File: config.mk
export PLATFORM = sky130hd
export DESIGN_NAME = bus_snoop
export DESIGN_NICKNAME = d
export VERILOG_FILES = /design/src/bus_pkg.sv /design/src/bus_snoop.sv
export VERILOG_INCLUDE_DIRS = /design/src
export SDC_FILE = /design/constraint.sdc
export NUM_CORES = 1
export LEC_CHECK = 0
export BUFFER_PORTS_ARGS = -buffer_cell sky130_fd_sc_hd__buf_2
export CAP_MARGIN = 20
export CELL_PAD_IN_SITES_DETAIL_PLACEMENT = 1
export CELL_PAD_IN_SITES_GLOBAL_PLACEMENT = 1
export CORE_UTILIZATION = 33
export CTS_CLUSTER_SIZE = 40
export DETAILED_ROUTE_END_ITERATION = 8
export PLACE_DENSITY_LB_ADDON = 0.1
export SLEW_MARGIN = 20
export SYNTH_ARGS = -nofsm -noshare
export SYNTH_HDL_FRONTEND = slang
export SYNTH_SLANG_ARGS = --single-unit
File: constraint.sdc
create_clock -name clk_i -period 5.1 [get_ports clk_i]
set_input_delay 0.255 -clock clk_i [delete_from_list [all_inputs] [get_ports clk_i]]
set_output_delay 0.255 -clock clk_i [all_outputs]
set_load 0.02 [all_outputs]
File: src/bus_cfg.svh
`ifndef BUS_CFG_SVH
`define BUS_CFG_SVH

//////////////////////////////
// Bus geometry
//////////////////////////////

// Word address, one word per location
`define BUS_ADDR_W 8
`define BUS_DATA_W 32

// Full address space is backed by storage
`define BUS_MEM_DEPTH 256

//////////////////////////////
// Monitor and fabric
//////////////////////////////

`define BUS_CNT_W 32
`define BUS_NUM_PORTS 2

`endif

File: src/bus_pkg.sv
`include "bus_cfg.svh"

package bus_pkg;

    //////////////////////////////
    // Request channel
    //////////////////////////////

    // One word per transfer, no bursts
    typedef struct packed {
        logic                   write;
        logic [`BUS_ADDR_W-1:0] addr;
        logic [`BUS_DATA_W-1:0] wdata;
    } bus_req_t;

    //////////////////////////////
    // Response channel
    //////////////////////////////

    // Read data is only meaningful when wack is low
    typedef struct packed {
        logic [`BUS_DATA_W-1:0] rdata;
        logic                   wack;
    } bus_rsp_t;

    //////////////////////////////
    // Arbiter FSM
    //////////////////////////////

    // IDLE      grant a requester and forward its request
    // WAIT_RSP  memory answers in this cycle
    // DELIVER   response held until the owner takes it
    typedef enum logic [1:0] {
        ARB_IDLE,
        ARB_WAIT_RSP,
        ARB_DELIVER
    } arb_state_e;

endpackage

File: src/bus_snoop.sv
`timescale 1ns/1ns
`include "bus_cfg.svh"

module bus_snoop import bus_pkg::*; (
    input  logic                  clk_i,
    input  logic                  rst_ni,
    // Master side
    input  logic                  mst_req_valid_i,
    input  bus_req_t              mst_req_i,
    output logic                  mst_req_ready_o,
    output logic                  mst_rsp_valid_o,
    output bus_rsp_t              mst_rsp_o,
    input  logic                  mst_rsp_ready_i,
    // Slave side
    output logic                  slv_req_valid_o,
    output bus_req_t              slv_req_o,
    input  logic                  slv_req_ready_i,
    input  logic                  slv_rsp_valid_i,
    input  bus_rsp_t              slv_rsp_i,
    output logic                  slv_rsp_ready_o,
    // Counters
    output logic [`BUS_CNT_W-1:0] done_count_o,
    output logic [`BUS_CNT_W-1:0] stall_count_o
);

    localparam logic [`BUS_CNT_W-1:0] CNT_ONE = 1;
    localparam logic [`BUS_CNT_W-1:0] CNT_MAX = '1;

    logic [`BUS_CNT_W-1:0] done_q;
    logic [`BUS_CNT_W-1:0] stall_q;
    logic                  rsp_done;
    logic                  rsp_stall;

    // Straight wires in both directions, no added latency
    assign slv_req_valid_o = mst_req_valid_i;
    assign slv_req_o       = mst_req_i;
    assign mst_req_ready_o = slv_req_ready_i;
    assign mst_rsp_valid_o = slv_rsp_valid_i;
    assign mst_rsp_o       = slv_rsp_i;
    assign slv_rsp_ready_o = mst_rsp_ready_i;

    assign rsp_done  = slv_rsp_valid_i & mst_rsp_ready_i;
    assign rsp_stall = slv_rsp_valid_i & ~mst_rsp_ready_i;

    //////////////////////////////
    // Event counters
    //////////////////////////////

    // Both counters stick at all ones
    always_ff @(posedge clk_i) begin
        if (!rst_ni) begin
            done_q  <= '0;
            stall_q <= '0;
        end else begin
            if (rsp_done && done_q != CNT_MAX) begin
                done_q <= done_q + CNT_ONE;
            end
            if (rsp_stall && stall_q != CNT_MAX) begin
                stall_q <= stall_q + CNT_ONE;
            end
        end
    end

    assign done_count_o  = done_q;
    assign stall_count_o = stall_q;

    // Stalled response must not change or drop before it is taken
    assert property (@(posedge clk_i) disable iff (!rst_ni)
        rsp_stall |=> slv_rsp_valid_i && $stable(slv_rsp_i));

endmodule

### Yosys cells after proc, flatten, opt, wreduce, memory -nomap -nowiden

Index checks and enable logic that the tools add are counted.

| word-level totals | value |
|---|---|
| register bits | 64 |
| input port bits | 80 |
| word-level logic and storage cells | 11 |
| output and inout port bits | 142 |

| cells by class | value |
|---|---|
| reduce and logical (&&, ||, !) cells | 2 |
| add/subtract/negate cells | 2 |
| bitwise gates (word level) | 3 |
| equality and inequality tests | 2 |

Operators by type and width:

| kind | number |
|---|---|
| $add 32x1->32 const B | 2 |
| $ne 32x32->1 const B | 2 |
| $and 1x1->1 | 2 |
| $logic_and 1x1->1 | 2 |
| $not 1->1 | 1 |

### Depth between registers and ports, before layout

Gate-level depths: netlist of run 1.

| depth | value |
|---|---|
| word-level depth | 3 |
| mapped depth | 8 |
| mapped depth without buffers | 6 |

### Least setup slack after synthesis of run 1

Ideal clock, no wire load.

| timing | value |
|---|---|
| path kind | reg-to-reg |
| start | register stall_q[24], in the netlist stall_count_o[24] |
| end | register stall_q[14], in the netlist stall_count_o[14] |
| clock period less this slack | 2.065 ns |
| arrival | 1.936 ns |
| path slack | 3.035 ns |
| data required time | 4.971 ns |
| setup time | 0.129 ns |
| stages on the path, launching flop included | 6 |
| buffers on the path | 0 |
| path through | dfxtp_1 nand4_2 or4_4 o311ai_4 or3_2 a21oi_1 |

| between the ends | value |
|---|---|
| longest elaborated chain between the ends | 2 |

Ends and longest elaborated chain:

| element | line | text |
|---|---|---|
| from (decl) | bus_snoop.sv:30 | `` logic [`BUS_CNT_W-1:0] stall_q; `` |
| from (signal assigned) | bus_snoop.sv:59 | `stall_q <= stall_q + CNT_ONE;` |
| $ne 32x32->1 | bus_snoop.sv:58 | `if (rsp_stall && stall_q != CNT_MAX) begin` |
| $logic_and 1x1->1 | bus_snoop.sv:58 |  |

No other way between the ends.
A chain may end at the register's enable or synchronous reset.

### Worst setup path in the final report of run 1

| timing | value |
|---|---|
| start | register done_q[17], in the netlist done_count_o[17] |
| end | register done_q[27], in the netlist done_count_o[27] |

| between the ends | value |
|---|---|
| longest elaborated chain between the ends | 2 |
| elaborated cells on any way between the ends | 3 |
| those cells by class | add/sub (1); eq/ne (1); reduce/logical (1) |

Ends and longest elaborated chain:

| element | line | text |
|---|---|---|
| from (decl) | bus_snoop.sv:29 | `` logic [`BUS_CNT_W-1:0] done_q; `` |
| from (signal assigned) | bus_snoop.sv:56 | `done_q <= done_q + CNT_ONE;` |
| parallel branches: the longest is 2 deep, another holds $add 32x1->32 | -- |  |

Parallel ways; which one is timed is not known.

==> flow_summary.ini, run 1 <==
[synthesis]
synthArstFlopShare_pct = 0
synthXorXnorAreaFrac_pct = 0.8822
synth.distinct_cells = 50
synth-compound-area-share_pct = 17.17
synth_top_area_share_pct = 32.26
synth_nets = 568
synthSimpleGateAreaFrac_pct = 29.02
synthMuxAreaShare_pct = 1.764
syn_avg_cell_area_um2 = 8.171
synthAdderAreaFrac_pct = 0.6301
netlist_area_mm2 = 0.003971
synth-edff-count = 0
synth-main-ff-cell = dfxtp_1
synth-seq-cells = 64
synth_top_area_cell = dfxtp_1
postSynthCellCount = 486
synth_top_family_by_area = simple AND/OR/NAND/NOR gates
synth_seq_area_share_pct = 32.26
synth_warnings = 0
synthTopCellsByArea = dfxtp_1, buf_4, a21oi_1

[setup_path]
r2r_end = done_count_o[27]$_SDFFE_PN0P_
crit_path_top_delay_cell = nor4_2
crit_path_end_kind = flip-flop
crit_fanout = 36
ff2ff_path_depth = 6
r2r_setup_slack_ns = 2.67
path_cells = nand4_1, nor4_2, and4_1, buf_4, o311ai_0, o41ai_1
cpPeakStageDelay_ns = 0.56
reg2reg_from = done_count_o[17]$_SDFFE_PN0P_
worstSetupStartpointType = flip-flop
arrival_ns = 2.65
critPathKind = reg2reg
cp_data_required_time_ns = 5.32

[drt]
wl_um = 10600
avgViaCountPerCell = 5.776
vias = 3552
drtIter0Drc = 109
wire_per_inst_um = 17.24
dr.pass1.iters = 6
ant_nets = 0
remaining_drc_errors = 10

[sta]
rsz0062_at_grt = no
maxSlewHeadroom_pct = 45.86
period_needed_ns = 2.429
drv_slew = 0
fin_tns_setup_ns = 0
fmax_mhz = 411.6
setup_viol = 0
min_period_over_period_pct = 47.63
skew_ns = 0.005540
tightest_slew_ns = 0.8120
hold_viol = 0

[placement]
hpwl_um = 7570
portBuffers = 69
gp_congestion = 0.7223
placed_area_mm2 = 0.003819

[power]
power_density_mw_per_mm2 = 264.9
p_comb_share_pct = 2.9
ir_drop_v = 0.0001261
clock_power_share_pct = 50.4
p_leak_uw = 0.001453
p_sw_share_pct = 21.65
sequentialPowerShare_pct = 46.8
intPower_uw = 845.4
netSwitchingPower_uw = 233.6

[final_layout]
syn_to_final_growth_pct = 2.584
fillers = 1426
diodes = 0
fin_area_mm2 = 0.004074
fin_util_pct = 35.23
drive_gt1_share_pct = 21.40
nets = 551

[clocking]
post_cts_buffers = 0
root_buffer = clkbuf_16
cts_resized = 0
postCtsHoldBufs = 0
cts_tree = done
path_clk_slew_ns = 0.05
cts_sinks = 64
clock_latency_ns = 0.33
htree_num_levels = 3
cts_buffers = 9
clk_path_buf_depth = 2

[floorplanning]
die_h_um = 111.7
rows = 39
die_w_um = 111.7
start_util_pct = 34.34
core-area_mm2 = 0.01156
io_pins = 222
die_area_mm2 = 0.01248

[job]
maxCapViolCount = 0

[status]
violations = design-rule violations
status = finished with violations

[worst_hold_path]
hold_depth = 3
holdCritStartpoint = rst_ni
whs_endpoint = done_count_o[1]$_SDFFE_PN0P_
holdCritPathClass = in2reg

[global_routing]
grt_usage_pct = 17.53
first_global_vias = 3445
grt_pass1_wl_um = 17750
antenna_found_initial = 0
grt_overflow_total = 0
grt_max_degree = 37
## cells in the mapped netlist (all sizes together) (2+ instances only)
| cell | count |
|---|---|
| a2111oi | 3 |
| a21oi | 46 |
| and2 | 3 |
| and3 | 9 |
| and4 | 6 |
| buf | 86 |
| clkbuf | 12 |
| dfxtp | 64 |
| ha | 2 |
| inv | 8 |
| mux2i | 7 |
| nand2 | 42 |
| nand2b | 8 |
| nand3 | 22 |
| nand4 | 19 |
| nor2 | 10 |
| nor2b | 2 |
| nor3 | 4 |
| nor4 | 10 |
| o211ai | 5 |
| o21ai | 28 |
| o311ai | 3 |
| o31ai | 21 |
| o41ai | 2 |
| or3 | 25 |
| or4 | 24 |
| xnor2 | 2 |
| xor2 | 2 |
## worst max path at each step
stage,slack (ns),from,to
after global routing,2.36,done_count_o[16]$_SDFFE_PN0P_,done_count_o[27]$_SDFFE_PN0P_
after detailed placement,2.30,rst_ni,stall_count_o[0]$_SDFFE_PN0P_
after CTS,2.63,done_count_o[17]$_SDFFE_PN0P_,done_count_o[27]$_SDFFE_PN0P_
final,2.67,done_count_o[17]$_SDFFE_PN0P_,done_count_o[27]$_SDFFE_PN0P_
after floorplan,3.03,stall_count_o[24]$_SDFFE_PN0P_,stall_count_o[14]$_SDFFE_PN0P_
after global placement,2.34,rst_ni,stall_count_o[0]$_SDFFE_PN0P_
## sequential cells by signal, summed over array words and instances, names as in the netlist
register and count:
done_count_o 32, stall_count_o 32
## final cells by class
type / count / area (um^2) / share of cell area, %
clock inverters: 1 / 5.005 / 0.1229
flip-flops and latches: 64 / 1281 / 31.45
well taps: 143 / 178.9 / 4.392
multi-input cells: 314 / 1964 / 48.22
clock buffers: 13 / 250.2 / 6.143
repair buffers: 71 / 360.3 / 8.845
inverters: 9 / 33.78 / 0.8292
## layout by cell type, fill, tap and decap left out, types with 2 or more instances in the layout
master	Yosys	routed
buf_2	5	69
dfxtp_1	64	64
a21oi_1	46	46
nand2_1	42	42
o21ai_0	28	28
nand3_1	22	22
or4_1	22	22
o31ai_1	21	21
or3_1	20	20
nand4_1	17	17
nor2_1	10	10
clkbuf_16	0	9
inv_1	8	8
nand2b_1	8	8
and3_1	8	8
nor4_1	7	7
mux2i_1	7	7
and4_1	6	6
o211ai_1	5	5
or3_2	5	5
nor3_1	4	4
and2_1	3	3
clkbuf_1	11	3
nand4_2	2	2
nor4_4	2	2
xor2_1	2	2
nor2b_1	2	2
a2111oi_2	2	2
xnor2_1	2	2
o311ai_0	2	2
o41ai_1	2	2
ha_1	2	2
buf_4	81	2
## logic make-up after synthesis
| logic type | Yosys count |
|---|---|
| compound gates | 110 |
| fa+ha+maj | 2 |
| flops | 64 |
| simple gates | 191 |
| buf+inv | 108 |
| xor+xnor | 4 |
| mux | 7 |
## power by group through the flow
| stage | clock network (uW) | registers, uW | logic (uW) |
|---|---|---|---|
| finish | 543 | 505 | 30.9 |
| global route | 583 | 504 | 35.4 |
| CTS | 566 | 504 | 31.9 |
| detailed placement | 0 | 515 | 31.8 |
| global placement | 0 | 515 | 31.1 |
| floorplan | 0 | 516 | 107 |
## worst max-delay path: cells and delay by family, from the launching register on
| family | cells | cell delay (ns) |
|---|---|---|
| flops | 1 | 0.41 |
| buf+inv | 1 | 0.37 |
| simple gates | 3 | 1.22 |
| compound gates | 2 | 0.31 |
## per-stage QoR
stage | setup slack (ns) | total power [uW] | hold WS, ns | std cells
after detailed placement | 2.301 | 547.1 | 0.4813 | 601
after floorplan | 3.035 | 623.4 | 0.4049 | 486
after global routing | 2.355 | 1123 | 0.4588 | 615
after CTS | 2.627 | 1103 | 0.4058 | 615
final | 2.671 | 1079 | 0.4149 | 615
after global placement | 2.344 | 546.3 | 0.4752 | 601
## layer usage
layer | global-route usage [%] | part of all wire, % | vias to the layer above
met4 | 6.396 | 1.7 | 0
li1 | - | - | 1682
met3 | 4.300 | 4.7 | 31
met2 | 29.28 | 47 | 91
met5 | 0 | 0 | -
met1 | 21.82 | 46 | 1748
Power figures use the tool's default switching activity.
==> inputs of run 2 (changes only) <==
- CORE_UTILIZATION: 33 -> 31
- clock period: 5.1 -> 2.45 ns (I/O delays scaled with it)
==> flow_summary.ini, run 2 (synthesis gave the netlist of run 1 again) <==
[status]
status = finished, final reports clean

[clocking]
clk_path_buf_depth = 2
path_clk_slew_ns = 0.06
clock_latency_ns = 0.33
cts_tree = done
cts_buffers = 9
cts_sinks = 64
root_buffer = clkbuf_16
cts_resized = 0
postCtsHoldBufs = 0
post_cts_buffers = 0
htree_num_levels = 3

[setup_path]
crit_end = stall_count_o[28]$_SDFFE_PN0P_
cpPeakStageDelay_ns = 0.49
path_cells = ha_1, and4b_1, and3_1, nand4_1, or3_2, a21oi_1
ff2ff_path_depth = 6
r2r_setup_slack_ns = 0.24
crit_path_top_delay_cell = or3_2
r2r_end = stall_count_o[28]$_SDFFE_PN0P_
crit_path_end_kind = flip-flop
cp.depth = 6
reg2reg_from = stall_count_o[0]$_SDFFE_PN0P_
cp_data_required_time_ns = 2.72
cpLargestDelayFamily = simple AND/OR/NAND/NOR gates
arrival_ns = 2.48
worst-path-buf-inv = 0
critPathLaunch = stall_count_o[0]$_SDFFE_PN0P_
worstSetupStartpointType = flip-flop
crit_fanout = 7
critPathKind = reg2reg

[power]
p_leak_uw = 0.001581
power_density_mw_per_mm2 = 535.4
power_uw = 2298
ir_drop_v = 0.0002981

[job]
maxCapViolCount = 0

[final_layout]
nets = 575
drive_gt1_share_pct = 25.25
multi_input_area_mm2 = 0.001964
final_common_cell = buf_2
syn_to_final_growth_pct = 8.066
diodes = 0
fillers = 1486
fin_util_pct = 35.00
seq_area_mm2 = 0.001281
most-common-layout-cells = buf_2, dfxtp_1, a21oi_1
fin_area_mm2 = 0.004292

[sta]
maxSlewHeadroom_pct = 59.98
drv_slew = 0
period_needed_ns = 2.211
hold_viol = 0
fin_tns_setup_ns = 0
min_period_over_period_pct = 90.25
tightest_slew_ns = 0.5852
setup_viol = 0
rsz0062_at_grt = no
fmax_mhz = 452.3
skew_ns = 0.006103

[floorplanning]
die_h_um = 115.2
die_area_mm2 = 0.01327
rows = 40
die_w_um = 115.2
io_pins = 222
core-area_mm2 = 0.01226
start_util_pct = 32.39

[drt]
drtIter0Drc = 91
vias = 3611
avgViaCountPerCell = 5.446
dr.pass1.iters = 4
remaining_drc_errors = 0
wire_per_inst_um = 16.63
wl_met1_um = 4829
wl_met2_um = 5406
ant_nets = 0
routed.top_layer = met4
wl_met3_um = 545
wl_um = 11030

[global_routing]
first_global_vias = 3528
grt_usage_pct = 17.19
grt_max_degree = 26
antenna_found_initial = 0
grt_pass1_wl_um = 17680
grt_overflow_total = 0

[worst_hold_path]
holdCritPathClass = in2out

[placement]
portBuffers = 69
gp_congestion = 0.7999
placed_area_mm2 = 0.004030
hpwl_um = 8192
[run 2: changes by cell type in the layout (fill, tap and decap cells not counted)]
cell / before / now
buf_4: 2 / 26
clkbuf_1: 3 / 1
clkbuf_8: 1 / 2
clkinv_1: 0 / 1
inv_2: 1 / 0
[run 2: how the worst min path moves through the flow]
stage / to / from / depth (start not counted)
after global routing: mst_rsp_o[28] / slv_rsp_i[28] / 0
after global placement: mst_rsp_o[12] / slv_rsp_i[12] / 0
final: mst_rsp_o[19] / slv_rsp_i[19] / 0
after floorplan: done_count_o[23]$_SDFFE_PN0P_ / rst_ni / 2
after CTS: mst_rsp_o[12] / slv_rsp_i[12] / 0
after detailed placement: mst_rsp_o[12] / slv_rsp_i[12] / 0
[run 2: cell type report]
type / instances / share of cell area (%)
Clock inverter: 1 / 0.1166
Timing Repair Buffer: 95 / 12.59
Clock buffer: 12 / 5.977
Tap cell: 168 / 4.898
Inverter: 9 / 0.7872
Sequential cell: 64 / 29.85
Multi-Input combinational cell: 314 / 45.77
[run 2: report_power, final]
| part | internal [uW] | switching, uW |
|---|---|---|
| logic | 21.2 | 54.5 |
| clock network | 721 | 453 |
| registers | 1050 | 3.44 |
| total | 1790 | 511 |
[run 2: metal layers]
layer	global-route usage [%]	vias to the layer above
li1	-	1735
met1	19.40	1752
met5	0	-
met3	5.324	37
met2	30.28	87
met4	6.494	0
[run 2: through the flow]
stage	instances	setup WS [ns]	hold WS (ns)
2_1_floorplan	486	0.3846	0.2724
3_3_place_gp	650	0.2451	0.2451
3_5_place_dp	650	0.2294	0.2451
4_1_cts	663	0.2096	0.2451
5_1_grt	663	0.08006	0.2450
6_report	663	0.2389	0.2450
==> inputs of run 3 (changes only) <==
- CELL_PAD_IN_SITES_DETAIL_PLACEMENT: 1 -> default
- CELL_PAD_IN_SITES_GLOBAL_PLACEMENT: 1 -> default
- CORE_UTILIZATION: 31 -> 45
- PLACE_DENSITY: default -> 0.89
- PLACE_DENSITY_LB_ADDON: 0.1 -> default
- SLEW_MARGIN: 20 -> default
==> flow_summary.ini, run 3 (synthesis gave the netlist of run 1 again) <==
[status]
status = finished, final reports clean

[drt]
vias = 3576
wire_per_inst_um = 16.10
avgViaCountPerCell = 6.113
drtIter0Drc = 146
remaining_drc_errors = 0
wl_um = 9421
ant_nets = 0
dr.pass1.iters = 5

[final_layout]
diodes = 0
fillers = 825
final_common_cell = buf_2
most-common-layout-cells = buf_2, dfxtp_1, a21oi_1
syn_to_final_growth_pct = 1.260
drive_gt1_share_pct = 22.92
nets = 559

[worst_hold_path]
holdCritPathClass = in2reg
whs_endpoint = done_count_o[15]$_SDFFE_PN0P_
holdCritStartpoint = rst_ni
hold_depth = 3

[floorplanning]
start_util_pct = 47.38
die_w_um = 95.94
core-area_mm2 = 0.008382
die_h_um = 95.94
rows = 33
die_area_mm2 = 0.009204
io_pins = 222

[global_routing]
antenna_found_initial = 0
first_global_vias = 3280
grt_max_degree = 29
grt_pass1_wl_um = 15190
grt_usage_pct = 21.30
grt_overflow_total = 0

[sta]
rsz0062_at_grt = no
min_period_over_period_pct = 87.77
fmax_mhz = 465.1
tightest_slew_ns = 0.5932
setup_viol = 0
skew_ns = 0.007311
period_needed_ns = 2.150
whs_ns = 0.1762
drv_slew = 0
fin_tns_setup_ns = 0
maxSlewHeadroom_pct = 60.09
hold_viol = 0

[clocking]
post_cts_buffers = 0
root_buffer = clkbuf_8
cts_tree = done
clk_path_buf_depth = 2
postCtsHoldBufs = 0
path_clk_slew_ns = 0.07
htree_num_levels = 3
cts_resized = 0
clock_latency_ns = 0.35
cts_buffers = 9
cts_sinks = 64

[setup_path]
crit_path_end_kind = flip-flop
crit_path_top_delay_cell = or3_2
crit_fanout = 7
reg2reg_from = stall_count_o[0]$_SDFFE_PN0P_
cp_data_required_time_ns = 2.72
cpPeakStageDelay_ns = 0.48
r2r_setup_slack_ns = 0.30
ff2ff_path_depth = 6
r2r_end = stall_count_o[28]$_SDFFE_PN0P_
path_cells = ha_1, and4b_1, and3_1, nand4_1, or3_2, a21oi_1
worstSetupStartpointType = flip-flop
critPathLaunch = stall_count_o[0]$_SDFFE_PN0P_
arrival_ns = 2.42
critPathKind = reg2reg

[power]
p_leak_uw = 0.001457
power_density_mw_per_mm2 = 482.6
ir_drop_v = 0.0002306

[placement]
gp_congestion = 0.9058
hpwl_um = 6909
portBuffers = 69

[job]
maxCapViolCount = 0
## run 3: changes by cell type in the layout (fill, tap and decap cells not counted)
cell,before,now
clkbuf_8,2,12
nand3_1,22,21
clkbuf_16,9,0
clkbuf_1,1,2
nand3_2,0,1
buf_4,26,9
clkinv_2,1,0
buf_12,0,1
## run 3: worst max-delay path by stage
stage | end
final | stall_count_o[28]$_SDFFE_PN0P_
after global routing | done_count_o[27]$_SDFFE_PN0P_
after CTS | done_count_o[28]$_SDFFE_PN0P_
after detailed placement | done_count_o[28]$_SDFFE_PN0P_
after global placement | done_count_o[28]$_SDFFE_PN0P_
after floorplan | stall_count_o[14]$_SDFFE_PN0P_
## run 3: layout make-up
cell class / count / area (um^2) / share of cell area, %
tap: 105 / 131.4 / 3.267
multi-input combinational: 314 / 1969 / 48.97
timing repair buffer: 79 / 432.9 / 10.77
inverter: 9 / 33.78 / 0.8401
sequential: 64 / 1281 / 31.86
clock buffer: 14 / 172.7 / 4.294
## run 3: metrics by stage
stage                     cell area [um^2]  worst slack [ns]  total power [uW]  cells  util [%]
after global routing                  4021            0.1029              2009    585     47.98
after global placement                3844            0.3773              1138    571     45.86
final                                 4021            0.2998              1941    585     47.98
after CTS                             4016            0.2400              1956    585     47.92
after floorplan                       3971            0.3846              1298    486         -
after detailed placement              3844            0.2452              1140    571     45.86
## run 3: routing by layer
layer	vias to the layer above	track usage, %	part of all wire (%)
li1	1703	-	-
met1	1646	23.38	40
met2	174	35.24	47
met3	53	8.452	9.9
met4	0	11.44	3.9
met5	-	0	0
## run 3: report_power, final
group	switching (uW)	internal, uW
Sequential	4.35	1040
Combinational	50.5	18.4
Clock	383	440
Total	438	1500
## run 3: worst max-delay path, delay by kind of cell (launching register included)
family | cells | cell delay [ns]
flip-flops | 1 | 0.39
adder cells (fa/ha/maj) | 1 | 0.22
AND/OR/NAND/NOR | 4 | 1.31
AO/OA/AOI/OAI | 1 | 0.16
